$ cat config.mk
export PLATFORM = sky130hd
export DESIGN_NAME = cpu_top
export DESIGN_NICKNAME = d
export VERILOG_FILES = /design/src/design/cpu_bus_pkg.sv /design/src/design/cpu_isa_pkg.sv /design/src/design/control_fsm.sv /design/src/design/cpu_top.sv /design/src/design/datapath.sv /design/src/design/fetch_unit.sv /design/src/design/instr_decoder.sv /design/src/design/load_store_unit.sv /design/src/design/mem_arbiter.sv
export SDC_FILE = /design/constraint.sdc
export NUM_CORES = 1
export LEC_CHECK = 0
export ABC_AREA = 1
export BUFFER_PORTS_ARGS = -buffer_cell sky130_fd_sc_hd__buf_2
export CORE_MARGIN = 2
export CORE_UTILIZATION = 45
export CTS_CLUSTER_SIZE = 40
export DETAILED_ROUTE_END_ITERATION = 6
export HOLD_SLACK_MARGIN = 0.05
export PLACE_DENSITY_LB_ADDON = 0.15
export SLEW_MARGIN = 0
export SYNTH_ARGS = -nofsm -noshare
export SYNTH_HDL_FRONTEND = slang
export SYNTH_SLANG_ARGS = --single-unit
export TNS_END_PERCENT = 20
$ cat constraint.sdc
create_clock -name clk -period 10 [get_ports clk]
set_clock_uncertainty 0.2 [all_clocks]
set_input_delay 1.5 -clock clk [delete_from_list [all_inputs] [get_ports clk]]
set_output_delay 1.5 -clock clk [all_outputs]
set_load 0.01 [all_outputs]
$ cat src/design/cpu_bus_pkg.sv
package cpu_bus_pkg;

    localparam int WORD_W = 16;  // data width
    localparam int ADDR_W = 9;   // word address width

    typedef logic [1:0] mem_cmd_t;

    localparam mem_cmd_t MEM_NONE  = 2'b00;
    localparam mem_cmd_t MEM_READ  = 2'b01;
    localparam mem_cmd_t MEM_WRITE = 2'b11;

endpackage

$ cat src/design/cpu_isa_pkg.sv
package cpu_isa_pkg;

    typedef logic [2:0] opcode_t;
    typedef logic [1:0] alu_op_t;
    typedef logic [1:0] shift_t;
    typedef logic [2:0] cond_t;

    localparam int REG_ADDR_W = 3;

    localparam opcode_t OP_BRANCH = 3'b001;
    localparam opcode_t OP_LDR    = 3'b011;
    localparam opcode_t OP_STR    = 3'b100;
    localparam opcode_t OP_ALU    = 3'b101;
    localparam opcode_t OP_MOV    = 3'b110;
    localparam opcode_t OP_HALT   = 3'b111;

    localparam alu_op_t ALU_ADD = 2'b00;
    localparam alu_op_t ALU_CMP = 2'b01;  // subtract, flags only
    localparam alu_op_t ALU_AND = 2'b10;
    localparam alu_op_t ALU_MVN = 2'b11;

    localparam shift_t SH_NONE = 2'b00;
    localparam shift_t SH_LEFT = 2'b01;
    localparam shift_t SH_LSR  = 2'b10;
    localparam shift_t SH_ASR  = 2'b11;

    localparam cond_t COND_AL = 3'b000;
    localparam cond_t COND_EQ = 3'b001;
    localparam cond_t COND_NE = 3'b010;
    localparam cond_t COND_LT = 3'b011;
    localparam cond_t COND_LE = 3'b100;

    // instruction field positions
    localparam int OPCODE_MSB = 15;
    localparam int OPCODE_LSB = 13;
    localparam int OP_MSB     = 12;
    localparam int OP_LSB     = 11;
    localparam int RN_MSB     = 10;
    localparam int RN_LSB     = 8;
    localparam int RD_MSB     = 7;
    localparam int RD_LSB     = 5;
    localparam int SHIFT_MSB  = 4;
    localparam int SHIFT_LSB  = 3;
    localparam int RM_MSB     = 2;
    localparam int RM_LSB     = 0;
    localparam int IMM8_MSB   = 7;
    localparam int IMM8_LSB   = 0;
    localparam int IMM5_MSB   = 4;
    localparam int IMM5_LSB   = 0;

endpackage

$ cat src/design/control_fsm.sv
`timescale 1ns/1ns

module control_fsm (
    input  logic                 clk,
    input  logic                 reset,
    input  cpu_isa_pkg::opcode_t opcode,
    input  cpu_isa_pkg::alu_op_t op,
    input  cpu_isa_pkg::cond_t   cond,
    input  logic                 n,
    input  logic                 v,
    input  logic                 z,
    output logic [2:0]           read_reg_sel,
    output logic [2:0]           write_reg_sel,
    output logic                 write,
    output logic [1:0]           vsel,
    output logic                 load_a,
    output logic                 load_b,
    output logic                 load_c,
    output logic                 load_s,
    output logic                 asel,
    output logic                 bsel,
    output logic                 load_ir,
    output logic                 load_pc,
    output logic                 take_branch,
    output logic                 fetch,
    output logic                 load_addr,
    output logic                 access,
    output logic                 store,
    output logic                 halted
);
    // execute steps S_A..S_H must stay consecutive
    typedef enum logic [3:0] {
        S_RESET, S_FETCH, S_LOAD_IR, S_UPDATE, S_DECODE,
        S_A, S_B, S_C, S_D, S_E, S_F, S_G, S_H, S_HALT
    } state_t;

    localparam logic [1:0] MOV_REG     = 2'b00;
    localparam logic [1:0] MOV_IMM     = 2'b10;
    localparam logic [2:0] SEL_RN      = 3'b001;  // one-hot register field select
    localparam logic [2:0] SEL_RD      = 3'b010;
    localparam logic [2:0] SEL_RM      = 3'b100;
    localparam logic [1:0] VSEL_RESULT = 2'd0;
    localparam logic [1:0] VSEL_IMM    = 2'd1;
    localparam logic [1:0] VSEL_MEM    = 2'd2;

    state_t state;
    state_t next_state;
    logic   cond_met;
    logic   opcode_ok;
    logic   is_mov_imm;
    logic   is_mov_reg;
    logic   not_cmp;

    assign is_mov_imm = (opcode == cpu_isa_pkg::OP_MOV) && (op == MOV_IMM);
    assign is_mov_reg = (opcode == cpu_isa_pkg::OP_MOV) && (op == MOV_REG);
    assign not_cmp    = (op != cpu_isa_pkg::ALU_CMP);
    assign halted     = (state == S_HALT);

    always_comb
    begin
        case (cond)
            cpu_isa_pkg::COND_AL: cond_met = 1'b1;
            cpu_isa_pkg::COND_EQ: cond_met = z;
            cpu_isa_pkg::COND_NE: cond_met = !z;
            cpu_isa_pkg::COND_LT: cond_met = (n != v);
            cpu_isa_pkg::COND_LE: cond_met = (n != v) || z;
            default:              cond_met = 1'b0;
        endcase
    end

    // anything not listed here ends in the halt state
    always_comb
    begin
        case (opcode)
            cpu_isa_pkg::OP_MOV:    opcode_ok = is_mov_imm || is_mov_reg;
            cpu_isa_pkg::OP_ALU,
            cpu_isa_pkg::OP_LDR,
            cpu_isa_pkg::OP_STR:    opcode_ok = 1'b1;
            cpu_isa_pkg::OP_BRANCH: opcode_ok = (cond <= cpu_isa_pkg::COND_LE);
            cpu_isa_pkg::OP_HALT:   opcode_ok = 1'b0;
            default:                opcode_ok = 1'b0;
        endcase
    end

    always_comb
    begin
        read_reg_sel  = SEL_RN;
        write_reg_sel = SEL_RD;
        write         = 1'b0;
        vsel          = VSEL_RESULT;
        load_a        = 1'b0;
        load_b        = 1'b0;
        load_c        = 1'b0;
        load_s        = 1'b0;
        asel          = 1'b0;
        bsel          = 1'b0;
        load_ir       = 1'b0;
        load_pc       = 1'b0;
        take_branch   = 1'b0;
        fetch         = 1'b0;
        load_addr     = 1'b0;
        access        = 1'b0;
        store         = 1'b0;
        next_state    = state_t'(state + 4'd1);
        case (state)
            S_RESET:   fetch = 1'b1;
            S_FETCH: ;  // instruction request on the bus
            S_LOAD_IR: load_ir = 1'b1;
            S_UPDATE:  load_pc = (opcode != cpu_isa_pkg::OP_BRANCH);  // branch steps own the pc
            S_DECODE:  next_state = opcode_ok ? S_A : S_HALT;
            S_A:
            begin
                if (is_mov_imm)
                begin
                    write_reg_sel = SEL_RN;
                    vsel          = VSEL_IMM;
                    write         = 1'b1;
                    fetch         = 1'b1;
                end
                else if (is_mov_reg)
                begin
                    read_reg_sel = SEL_RM;
                    load_b       = 1'b1;
                end
                else if (opcode == cpu_isa_pkg::OP_BRANCH)
                begin
                    load_pc     = 1'b1;
                    take_branch = cond_met;
                    fetch       = 1'b1;
                end
                else
                    load_a = 1'b1;  // base or first operand from Rn
            end
            S_B:
            begin
                if (is_mov_reg)
                begin
                    asel   = 1'b1;
                    load_c = 1'b1;
                end
                else
                begin
                    read_reg_sel = SEL_RM;
                    load_b       = 1'b1;
                end
            end
            S_C:
            begin
                if (is_mov_reg)
                begin
                    write = 1'b1;
                    fetch = 1'b1;
                end
                else if (opcode == cpu_isa_pkg::OP_ALU)
                begin
                    load_c = not_cmp;
                    load_s = 1'b1;
                end
                else
                begin
                    bsel   = 1'b1;  // Rn + sximm5
                    load_c = 1'b1;
                end
            end
            S_D:
            begin
                if (opcode == cpu_isa_pkg::OP_ALU)
                begin
                    write = not_cmp;
                    fetch = 1'b1;
                end
                else
                begin
                    load_addr = 1'b1;
                    access    = (opcode == cpu_isa_pkg::OP_LDR);
                end
            end
            S_E: ;  // load request on the bus
            S_F:
            begin
                if (opcode == cpu_isa_pkg::OP_LDR)
                begin
                    vsel  = VSEL_MEM;
                    write = 1'b1;
                    fetch = 1'b1;
                end
                else
                begin
                    read_reg_sel = SEL_RD;
                    load_b       = 1'b1;
                end
            end
            S_G:
            begin
                asel   = 1'b1;  // store data into C
                load_c = 1'b1;
                access = 1'b1;
                store  = 1'b1;
            end
            S_H:       fetch = 1'b1;
            default:   next_state = S_HALT;
        endcase
        if (fetch)
            next_state = S_FETCH;
    end

    always_ff @(posedge clk)
    begin
        if (reset)
            state <= S_RESET;
        else
            state <= next_state;
    end

endmodule

$ cat src/design/cpu_top.sv
`timescale 1ns/1ns

module cpu_top #(
    parameter logic [cpu_bus_pkg::ADDR_W-1:0] RESET_PC = '0,
    parameter int                             NUM_REGS = 8
) (
    input  logic                           clk,
    input  logic                           reset,
    input  logic [cpu_bus_pkg::WORD_W-1:0] read_data,
    output cpu_bus_pkg::mem_cmd_t          mem_cmd,
    output logic [cpu_bus_pkg::ADDR_W-1:0] mem_addr,
    output logic [cpu_bus_pkg::WORD_W-1:0] write_data,
    output logic                           n,
    output logic                           v,
    output logic                           z,
    output logic                           halted
);
    localparam int RW = cpu_isa_pkg::REG_ADDR_W;

    logic [cpu_bus_pkg::WORD_W-1:0] instr;
    logic [cpu_bus_pkg::WORD_W-1:0] sximm5;
    logic [cpu_bus_pkg::WORD_W-1:0] sximm8;
    logic [cpu_bus_pkg::WORD_W-1:0] result;
    logic [cpu_bus_pkg::ADDR_W-1:0] branch_offset;
    logic [cpu_bus_pkg::ADDR_W-1:0] pc;
    logic [cpu_bus_pkg::ADDR_W-1:0] data_addr;
    cpu_isa_pkg::opcode_t           opcode;
    cpu_isa_pkg::alu_op_t           op;
    cpu_isa_pkg::cond_t             cond;
    cpu_isa_pkg::shift_t            shift;
    logic [RW-1:0]                  rn;
    logic [RW-1:0]                  rd;
    logic [RW-1:0]                  rm;
    logic [RW-1:0]                  read_reg;
    logic [RW-1:0]                  write_reg;
    logic [2:0]                     read_reg_sel;
    logic [2:0]                     write_reg_sel;
    logic [1:0]                     vsel;
    logic write, load_a, load_b, load_c, load_s, asel, bsel;
    logic load_ir, load_pc, take_branch, fetch, fetch_req;
    logic load_addr, access, store, data_req, data_write;

    // selects are one-hot: bit 0 Rn, bit 1 Rd, bit 2 Rm
    assign read_reg  = ({RW{read_reg_sel[0]}} & rn) | ({RW{read_reg_sel[1]}} & rd)
                     | ({RW{read_reg_sel[2]}} & rm);
    assign write_reg = ({RW{write_reg_sel[0]}} & rn) | ({RW{write_reg_sel[1]}} & rd)
                     | ({RW{write_reg_sel[2]}} & rm);
    assign write_data = result;

    instr_decoder decoder_i (
        .instr, .opcode, .op, .cond, .rn, .rd, .rm, .shift,
        .sximm5, .sximm8, .branch_offset
    );

    control_fsm fsm_i (
        .clk, .reset, .opcode, .op, .cond, .n, .v, .z,
        .read_reg_sel, .write_reg_sel, .write, .vsel,
        .load_a, .load_b, .load_c, .load_s, .asel, .bsel,
        .load_ir, .load_pc, .take_branch, .fetch,
        .load_addr, .access, .store, .halted
    );

    datapath #(.NUM_REGS(NUM_REGS)) datapath_i (
        .clk, .reset, .read_reg, .write_reg, .write, .vsel,
        .load_a, .load_b, .load_c, .load_s, .asel, .bsel,
        .shift, .alu_op(op), .sximm8, .sximm5, .mdata(read_data),
        .result, .n, .v, .z
    );

    fetch_unit #(.RESET_PC(RESET_PC)) fetch_i (
        .clk, .reset, .load_ir, .load_pc, .take_branch, .fetch,
        .read_data, .branch_offset, .instr, .pc, .fetch_req
    );

    load_store_unit lsu_i (
        .clk, .reset, .load_addr, .access, .store, .result,
        .data_addr, .data_req, .data_write
    );

    mem_arbiter arbiter_i (
        .fetch_req, .pc, .data_req, .data_write, .data_addr,
        .mem_cmd, .mem_addr
    );

endmodule

$ cat src/design/datapath.sv
`timescale 1ns/1ns

module datapath #(
    parameter int NUM_REGS = 8
) (
    input  logic                               clk,
    input  logic                               reset,
    input  logic [cpu_isa_pkg::REG_ADDR_W-1:0] read_reg,
    input  logic [cpu_isa_pkg::REG_ADDR_W-1:0] write_reg,
    input  logic                               write,
    input  logic [1:0]                         vsel,
    input  logic                               load_a,
    input  logic                               load_b,
    input  logic                               load_c,
    input  logic                               load_s,
    input  logic                               asel,
    input  logic                               bsel,
    input  cpu_isa_pkg::shift_t                shift,
    input  cpu_isa_pkg::alu_op_t               alu_op,
    input  logic [cpu_bus_pkg::WORD_W-1:0]     sximm8,
    input  logic [cpu_bus_pkg::WORD_W-1:0]     sximm5,
    input  logic [cpu_bus_pkg::WORD_W-1:0]     mdata,
    output logic [cpu_bus_pkg::WORD_W-1:0]     result,
    output logic                               n,
    output logic                               v,
    output logic                               z
);
    localparam int W   = cpu_bus_pkg::WORD_W;
    localparam int MSB = W - 1;

    logic [W-1:0] regs [NUM_REGS];
    logic [W-1:0] data_in;
    logic [W-1:0] a_reg;
    logic [W-1:0] b_reg;
    logic [W-1:0] b_shift;
    logic [W-1:0] a_in;
    logic [W-1:0] b_in;
    logic [W-1:0] alu_out;
    logic         alu_v;

    always_comb
    begin
        case (vsel)
            2'd1:    data_in = sximm8;
            2'd2:    data_in = mdata;
            default: data_in = result;
        endcase
    end

    always_ff @(posedge clk)
    begin
        if (write)
            regs[write_reg] <= data_in;
        if (load_a)
            a_reg <= regs[read_reg];
        if (load_b)
            b_reg <= regs[read_reg];
        if (load_c)
            result <= alu_out;
    end

    always_comb
    begin
        case (shift)
            cpu_isa_pkg::SH_NONE: b_shift = b_reg;
            cpu_isa_pkg::SH_LEFT: b_shift = {b_reg[MSB-1:0], 1'b0};
            cpu_isa_pkg::SH_LSR:  b_shift = {1'b0, b_reg[MSB:1]};
            cpu_isa_pkg::SH_ASR:  b_shift = {b_reg[MSB], b_reg[MSB:1]};
        endcase
    end

    assign a_in = asel ? '0 : a_reg;
    assign b_in = bsel ? sximm5 : b_shift;

    always_comb
    begin
        alu_v = 1'b0;
        case (alu_op)
            cpu_isa_pkg::ALU_ADD:
            begin
                alu_out = a_in + b_in;
                alu_v   = (a_in[MSB] == b_in[MSB]) && (alu_out[MSB] != a_in[MSB]);
            end
            cpu_isa_pkg::ALU_CMP:
            begin
                alu_out = a_in - b_in;
                alu_v   = (a_in[MSB] != b_in[MSB]) && (alu_out[MSB] != a_in[MSB]);
            end
            cpu_isa_pkg::ALU_AND: alu_out = a_in & b_in;
            cpu_isa_pkg::ALU_MVN: alu_out = ~b_in;
        endcase
    end

    always_ff @(posedge clk)
    begin
        if (reset)
        begin
            n <= 1'b0;
            v <= 1'b0;
            z <= 1'b0;
        end
        else if (load_s)
        begin
            n <= alu_out[MSB];
            v <= alu_v;
            z <= (alu_out == '0);
        end
    end

endmodule

$ cat src/design/fetch_unit.sv
`timescale 1ns/1ns

module fetch_unit #(
    parameter logic [cpu_bus_pkg::ADDR_W-1:0] RESET_PC = '0
) (
    input  logic                           clk,
    input  logic                           reset,
    input  logic                           load_ir,
    input  logic                           load_pc,
    input  logic                           take_branch,
    input  logic                           fetch,
    input  logic [cpu_bus_pkg::WORD_W-1:0] read_data,
    input  logic [cpu_bus_pkg::ADDR_W-1:0] branch_offset,
    output logic [cpu_bus_pkg::WORD_W-1:0] instr,
    output logic [cpu_bus_pkg::ADDR_W-1:0] pc,
    output logic                           fetch_req
);
    logic [cpu_bus_pkg::ADDR_W-1:0] next_pc;

    assign next_pc = pc + 1'b1 + (take_branch ? branch_offset : '0);

    always_ff @(posedge clk)
    begin
        if (reset)
        begin
            pc        <= RESET_PC;
            fetch_req <= 1'b0;
        end
        else
        begin
            fetch_req <= fetch;  // request goes out the cycle after the strobe
            if (load_pc)
                pc <= next_pc;
        end
    end

    always_ff @(posedge clk)
    begin
        if (load_ir)
            instr <= read_data;
    end

endmodule

$ cat src/design/instr_decoder.sv
`timescale 1ns/1ns

module instr_decoder (
    input  logic [cpu_bus_pkg::WORD_W-1:0]     instr,
    output cpu_isa_pkg::opcode_t               opcode,
    output cpu_isa_pkg::alu_op_t               op,
    output cpu_isa_pkg::cond_t                 cond,
    output logic [cpu_isa_pkg::REG_ADDR_W-1:0] rn,
    output logic [cpu_isa_pkg::REG_ADDR_W-1:0] rd,
    output logic [cpu_isa_pkg::REG_ADDR_W-1:0] rm,
    output cpu_isa_pkg::shift_t                shift,
    output logic [cpu_bus_pkg::WORD_W-1:0]     sximm5,
    output logic [cpu_bus_pkg::WORD_W-1:0]     sximm8,
    output logic [cpu_bus_pkg::ADDR_W-1:0]     branch_offset
);
    localparam int W      = cpu_bus_pkg::WORD_W;
    localparam int IMM5_W = cpu_isa_pkg::IMM5_MSB - cpu_isa_pkg::IMM5_LSB + 1;
    localparam int IMM8_W = cpu_isa_pkg::IMM8_MSB - cpu_isa_pkg::IMM8_LSB + 1;

    logic [IMM5_W-1:0] imm5;
    logic [IMM8_W-1:0] imm8;

    assign opcode = instr[cpu_isa_pkg::OPCODE_MSB:cpu_isa_pkg::OPCODE_LSB];
    assign op     = instr[cpu_isa_pkg::OP_MSB:cpu_isa_pkg::OP_LSB];
    assign rn     = instr[cpu_isa_pkg::RN_MSB:cpu_isa_pkg::RN_LSB];
    assign rd     = instr[cpu_isa_pkg::RD_MSB:cpu_isa_pkg::RD_LSB];
    assign rm     = instr[cpu_isa_pkg::RM_MSB:cpu_isa_pkg::RM_LSB];
    assign cond   = rn;  // branch condition sits in the Rn field
    assign imm5   = instr[cpu_isa_pkg::IMM5_MSB:cpu_isa_pkg::IMM5_LSB];
    assign imm8   = instr[cpu_isa_pkg::IMM8_MSB:cpu_isa_pkg::IMM8_LSB];

    assign sximm5        = {{(W - IMM5_W){imm5[IMM5_W-1]}}, imm5};
    assign sximm8        = {{(W - IMM8_W){imm8[IMM8_W-1]}}, imm8};
    assign branch_offset = {{(cpu_bus_pkg::ADDR_W - IMM8_W){imm8[IMM8_W-1]}}, imm8};

    // bits 4:3 belong to imm5 or imm8 in these formats
    always_comb
    begin
        case (opcode)
            cpu_isa_pkg::OP_LDR,
            cpu_isa_pkg::OP_STR,
            cpu_isa_pkg::OP_BRANCH: shift = cpu_isa_pkg::SH_NONE;
            default:                shift = instr[cpu_isa_pkg::SHIFT_MSB:cpu_isa_pkg::SHIFT_LSB];
        endcase
    end

endmodule

$ cat src/design/load_store_unit.sv
`timescale 1ns/1ns

module load_store_unit (
    input  logic                           clk,
    input  logic                           reset,
    input  logic                           load_addr,
    input  logic                           access,
    input  logic                           store,
    input  logic [cpu_bus_pkg::WORD_W-1:0] result,
    output logic [cpu_bus_pkg::ADDR_W-1:0] data_addr,
    output logic                           data_req,
    output logic                           data_write
);

    always_ff @(posedge clk)
    begin
        if (load_addr)
            data_addr <= result[cpu_bus_pkg::ADDR_W-1:0];  // word address from C
    end

    always_ff @(posedge clk)
    begin
        if (reset)
        begin
            data_req   <= 1'b0;
            data_write <= 1'b0;
        end
        else
        begin
            data_req   <= access;
            data_write <= access && store;
        end
    end

endmodule

$ cat src/design/mem_arbiter.sv
`timescale 1ns/1ns

module mem_arbiter (
    input  logic                           fetch_req,
    input  logic [cpu_bus_pkg::ADDR_W-1:0] pc,
    input  logic                           data_req,
    input  logic                           data_write,
    input  logic [cpu_bus_pkg::ADDR_W-1:0] data_addr,
    output cpu_bus_pkg::mem_cmd_t          mem_cmd,
    output logic [cpu_bus_pkg::ADDR_W-1:0] mem_addr
);

    // data side has fixed priority
    always_comb
    begin
        if (data_req)
        begin
            mem_cmd  = data_write ? cpu_bus_pkg::MEM_WRITE : cpu_bus_pkg::MEM_READ;
            mem_addr = data_addr;
        end
        else if (fetch_req)
        begin
            mem_cmd  = cpu_bus_pkg::MEM_READ;
            mem_addr = pc;
        end
        else
        begin
            mem_cmd  = cpu_bus_pkg::MEM_NONE;
            mem_addr = pc;  // idle address
        end
    end

endmodule

==> qor.yml <==
n_antenna_cell: 0
p_sw_w: 0.00103
r2r-start: "fsm_i.state[0]"
p_leak_nw: 5.68
avgSynthCellArea_um2: 8.74
worstHoldStart: "fetch_i.pc[8]"
die_y_um: 168
min_path_type: "reg -> reg"
fin_total_pwr_w: 0.00287
hold_viol: 0
max_clock_freq_mhz: 217
finalSetupViolCount: 0
cts-root-buf: "clkbuf_16"
clk_latency_ns: 0.54
worstSetupPathType: "reg -> reg"
grt_pass1_vias: 8945
ys_ff_latch: 220
antenna_found_initial: 0
overflow: 0
drive_gt1_share_pct: 9.51
postSynth.asyncResetShare_pct: 0
cts_setup_buffers: 0
p_int_w: 0.00183
arrival_ns: 4.87
cts_htree_levels: 1
avgViaCountPerCell: 5.40
critPathMaxFanout: 20
setup_tns_ns: 0
yosys_warnings: 0
final_cell_mix: "280 x nand2_1, 201 x edfxtp_1, 178 x inv_1, 174 x nor2_1, 108 x o21ai_0"
core-area_um2: 26700
post_cts_resized: 0
routed_wl_mm: 32.6
nNetsFinal: 1493
final_util_pct: 50.3
power_frac_clock_pct: 29.2
relSlewSlack_pct: 30.5
regMostFlops: "datapath_i.regs"
hold_buffers: 0
drc: 0
ios: 49
io_buffer_count: 48
rsz0062_at_grt: "false"
startpoint_type: "flip-flop"
irDropWorstVdd_uv: 163
clkTransAtPathRegs_ns: 0.06
critPathRequiredTime_ns: 10.26
synth.net_count: 1452
start_util_pct: 45.4
gp_congestion: 0.908
yosysSeqAreaShare_pct: 53.0
grt_max_degree: 66
detail_route.iter0.violations: 797
synth_top_area_share_pct: 49.9
finalCriticalPeriod_ns: 4.61
clockBufferDepth: 3
synthToLayoutAreaGrowth_pct: 10.7
layout_commonest_cell: "nand2_1"
swShare_pct: 36.0
dieArea_um2: 28200
synth_largest_area_cell: "edfxtp_1"
synth_ff_type: "edfxtp_1"
synthTopCellsByArea: "edfxtp_1 50%, nand2_1 8.7%, inv_1 5.5%"
setup_slack_ns: 5.39
firstDrtPassIters: 5
rows: 60
reg2reg_slack_ns: 5.39
min_period_over_period_pct: 46.1
power_density_nw_per_um2: 214
status: "finished clean"
synth_edf_count: 201
netlist-cell-type-count: 45
track_usage_pct: 23.2
vias: 9614
clock_sinks: 220
cts_buffers: 24
worstMarginPinSlew_ns: 1.04
post-place-ws_ns: 5.51
wire_per_inst_um: 18.3
grt_first_pass_wirelength_mm: 50.6
hpwl_mm: 23.5
power_frac_comb_pct: 31.8
crit_start: "fsm_i.state[0]"
end_kind: "flip-flop"
syn_area_um2: 12100
syn_inst: 1385
final_max_slew_viol_count: 0
drtAntennaViolNets: 0
die_width_um: 168
largest_register_ffs: 128
maxCapViolations: 0
power_frac_seq_pct: 39.0
cts_tree: "yes"
cells in the mapped netlist, drive strengths merged (5+ instances only):
cell    instances
buf            29
nor2          184
nand3          90
clkbuf         20
nand2         282
inv           191
ha             46
dfxtp          19
a21oi          77
o22ai          33
nor3           11
nand4          20
or2             5
edfxtp        201
o21bai          7
o21ai         136
xor2           10
metal layers:
metal	global-route usage, %	vias to the layer above	share of wire (%)
met3	3.81	58	6.7
li1	-	4714	-
met2	37.2	302	45
met5	0	-	0
met1	32.6	4540	45
met4	6.73	0	2.7
power groups by stage:
stage                     Combinational (W)  Sequential, W  Clock, W
after floorplan                    0.000665        0.00112         0
after global placement             0.000902        0.00114         0
after detailed placement           0.000900        0.00114         0
after CTS                          0.000904        0.00112  0.000850
after global routing                0.00103        0.00112  0.000884
final                              0.000910        0.00112  0.000837
worst paths after layout:
path                                 endpoint  depth (start not counted)
worst max-delay path             datapath_i.z                         22
worst min-delay path            fetch_i.pc[8]                          2
worst max register to register   datapath_i.z                         22
worst min register to register  fetch_i.pc[8]                          2
logic make-up after synthesis:
group / Yosys count / synth area share, %
AO/OA/AOI/OAI: 266 / 11.9
AND/OR/NAND/NOR: 595 / 20.9
buffers and inverters: 241 / 7.97
flip-flops: 220 / 53.0
adder cells (fa/ha/maj): 49 / 5.25
XOR/XNOR: 14 / 1.01
cell type report:
type                    count  area, um2
fillers                  2478      13200
clock buffers              31        637
clock inverters             9        103
inverters                 192        721
flip-flops and latches    220       6420
repair buffers             64        360
well taps                 341        427
multi-input cells         924       4740
critical path, cell delays in order (launching register included):
cell and delay, ns:
dfxtp_1 0.42, ha_1 0.21, inv_1 0.08, nor2_4 0.15, nand3_1 0.51, or2_2 0.50
o21ai_0 0.13, inv_1 0.11, ha_1 0.26, fa_1 0.41, a21oi_1 0.14, o21ai_0 0.23
nand2_1 0.13, nand2_1 0.10, a21oi_1 0.21, inv_1 0.06, nand2_1 0.06, nand3_1 0.06
nand2_1 0.15, nand2_1 0.08, nor3_2 0.15, nand2_1 0.08, a21oi_1 0.11
metrics by stage:
step | instances | cell area, um2 | hold WS (ns)
final | 1781 | 13400 | 0.271
after global routing | 1781 | 13400 | 0.318
after floorplan | 1385 | 12100 | 0.239
after global placement | 1741 | 12700 | 0.252
after detailed placement | 1741 | 12700 | 0.259
after CTS | 1781 | 13400 | 0.269
Power figures use the tool's default switching activity.
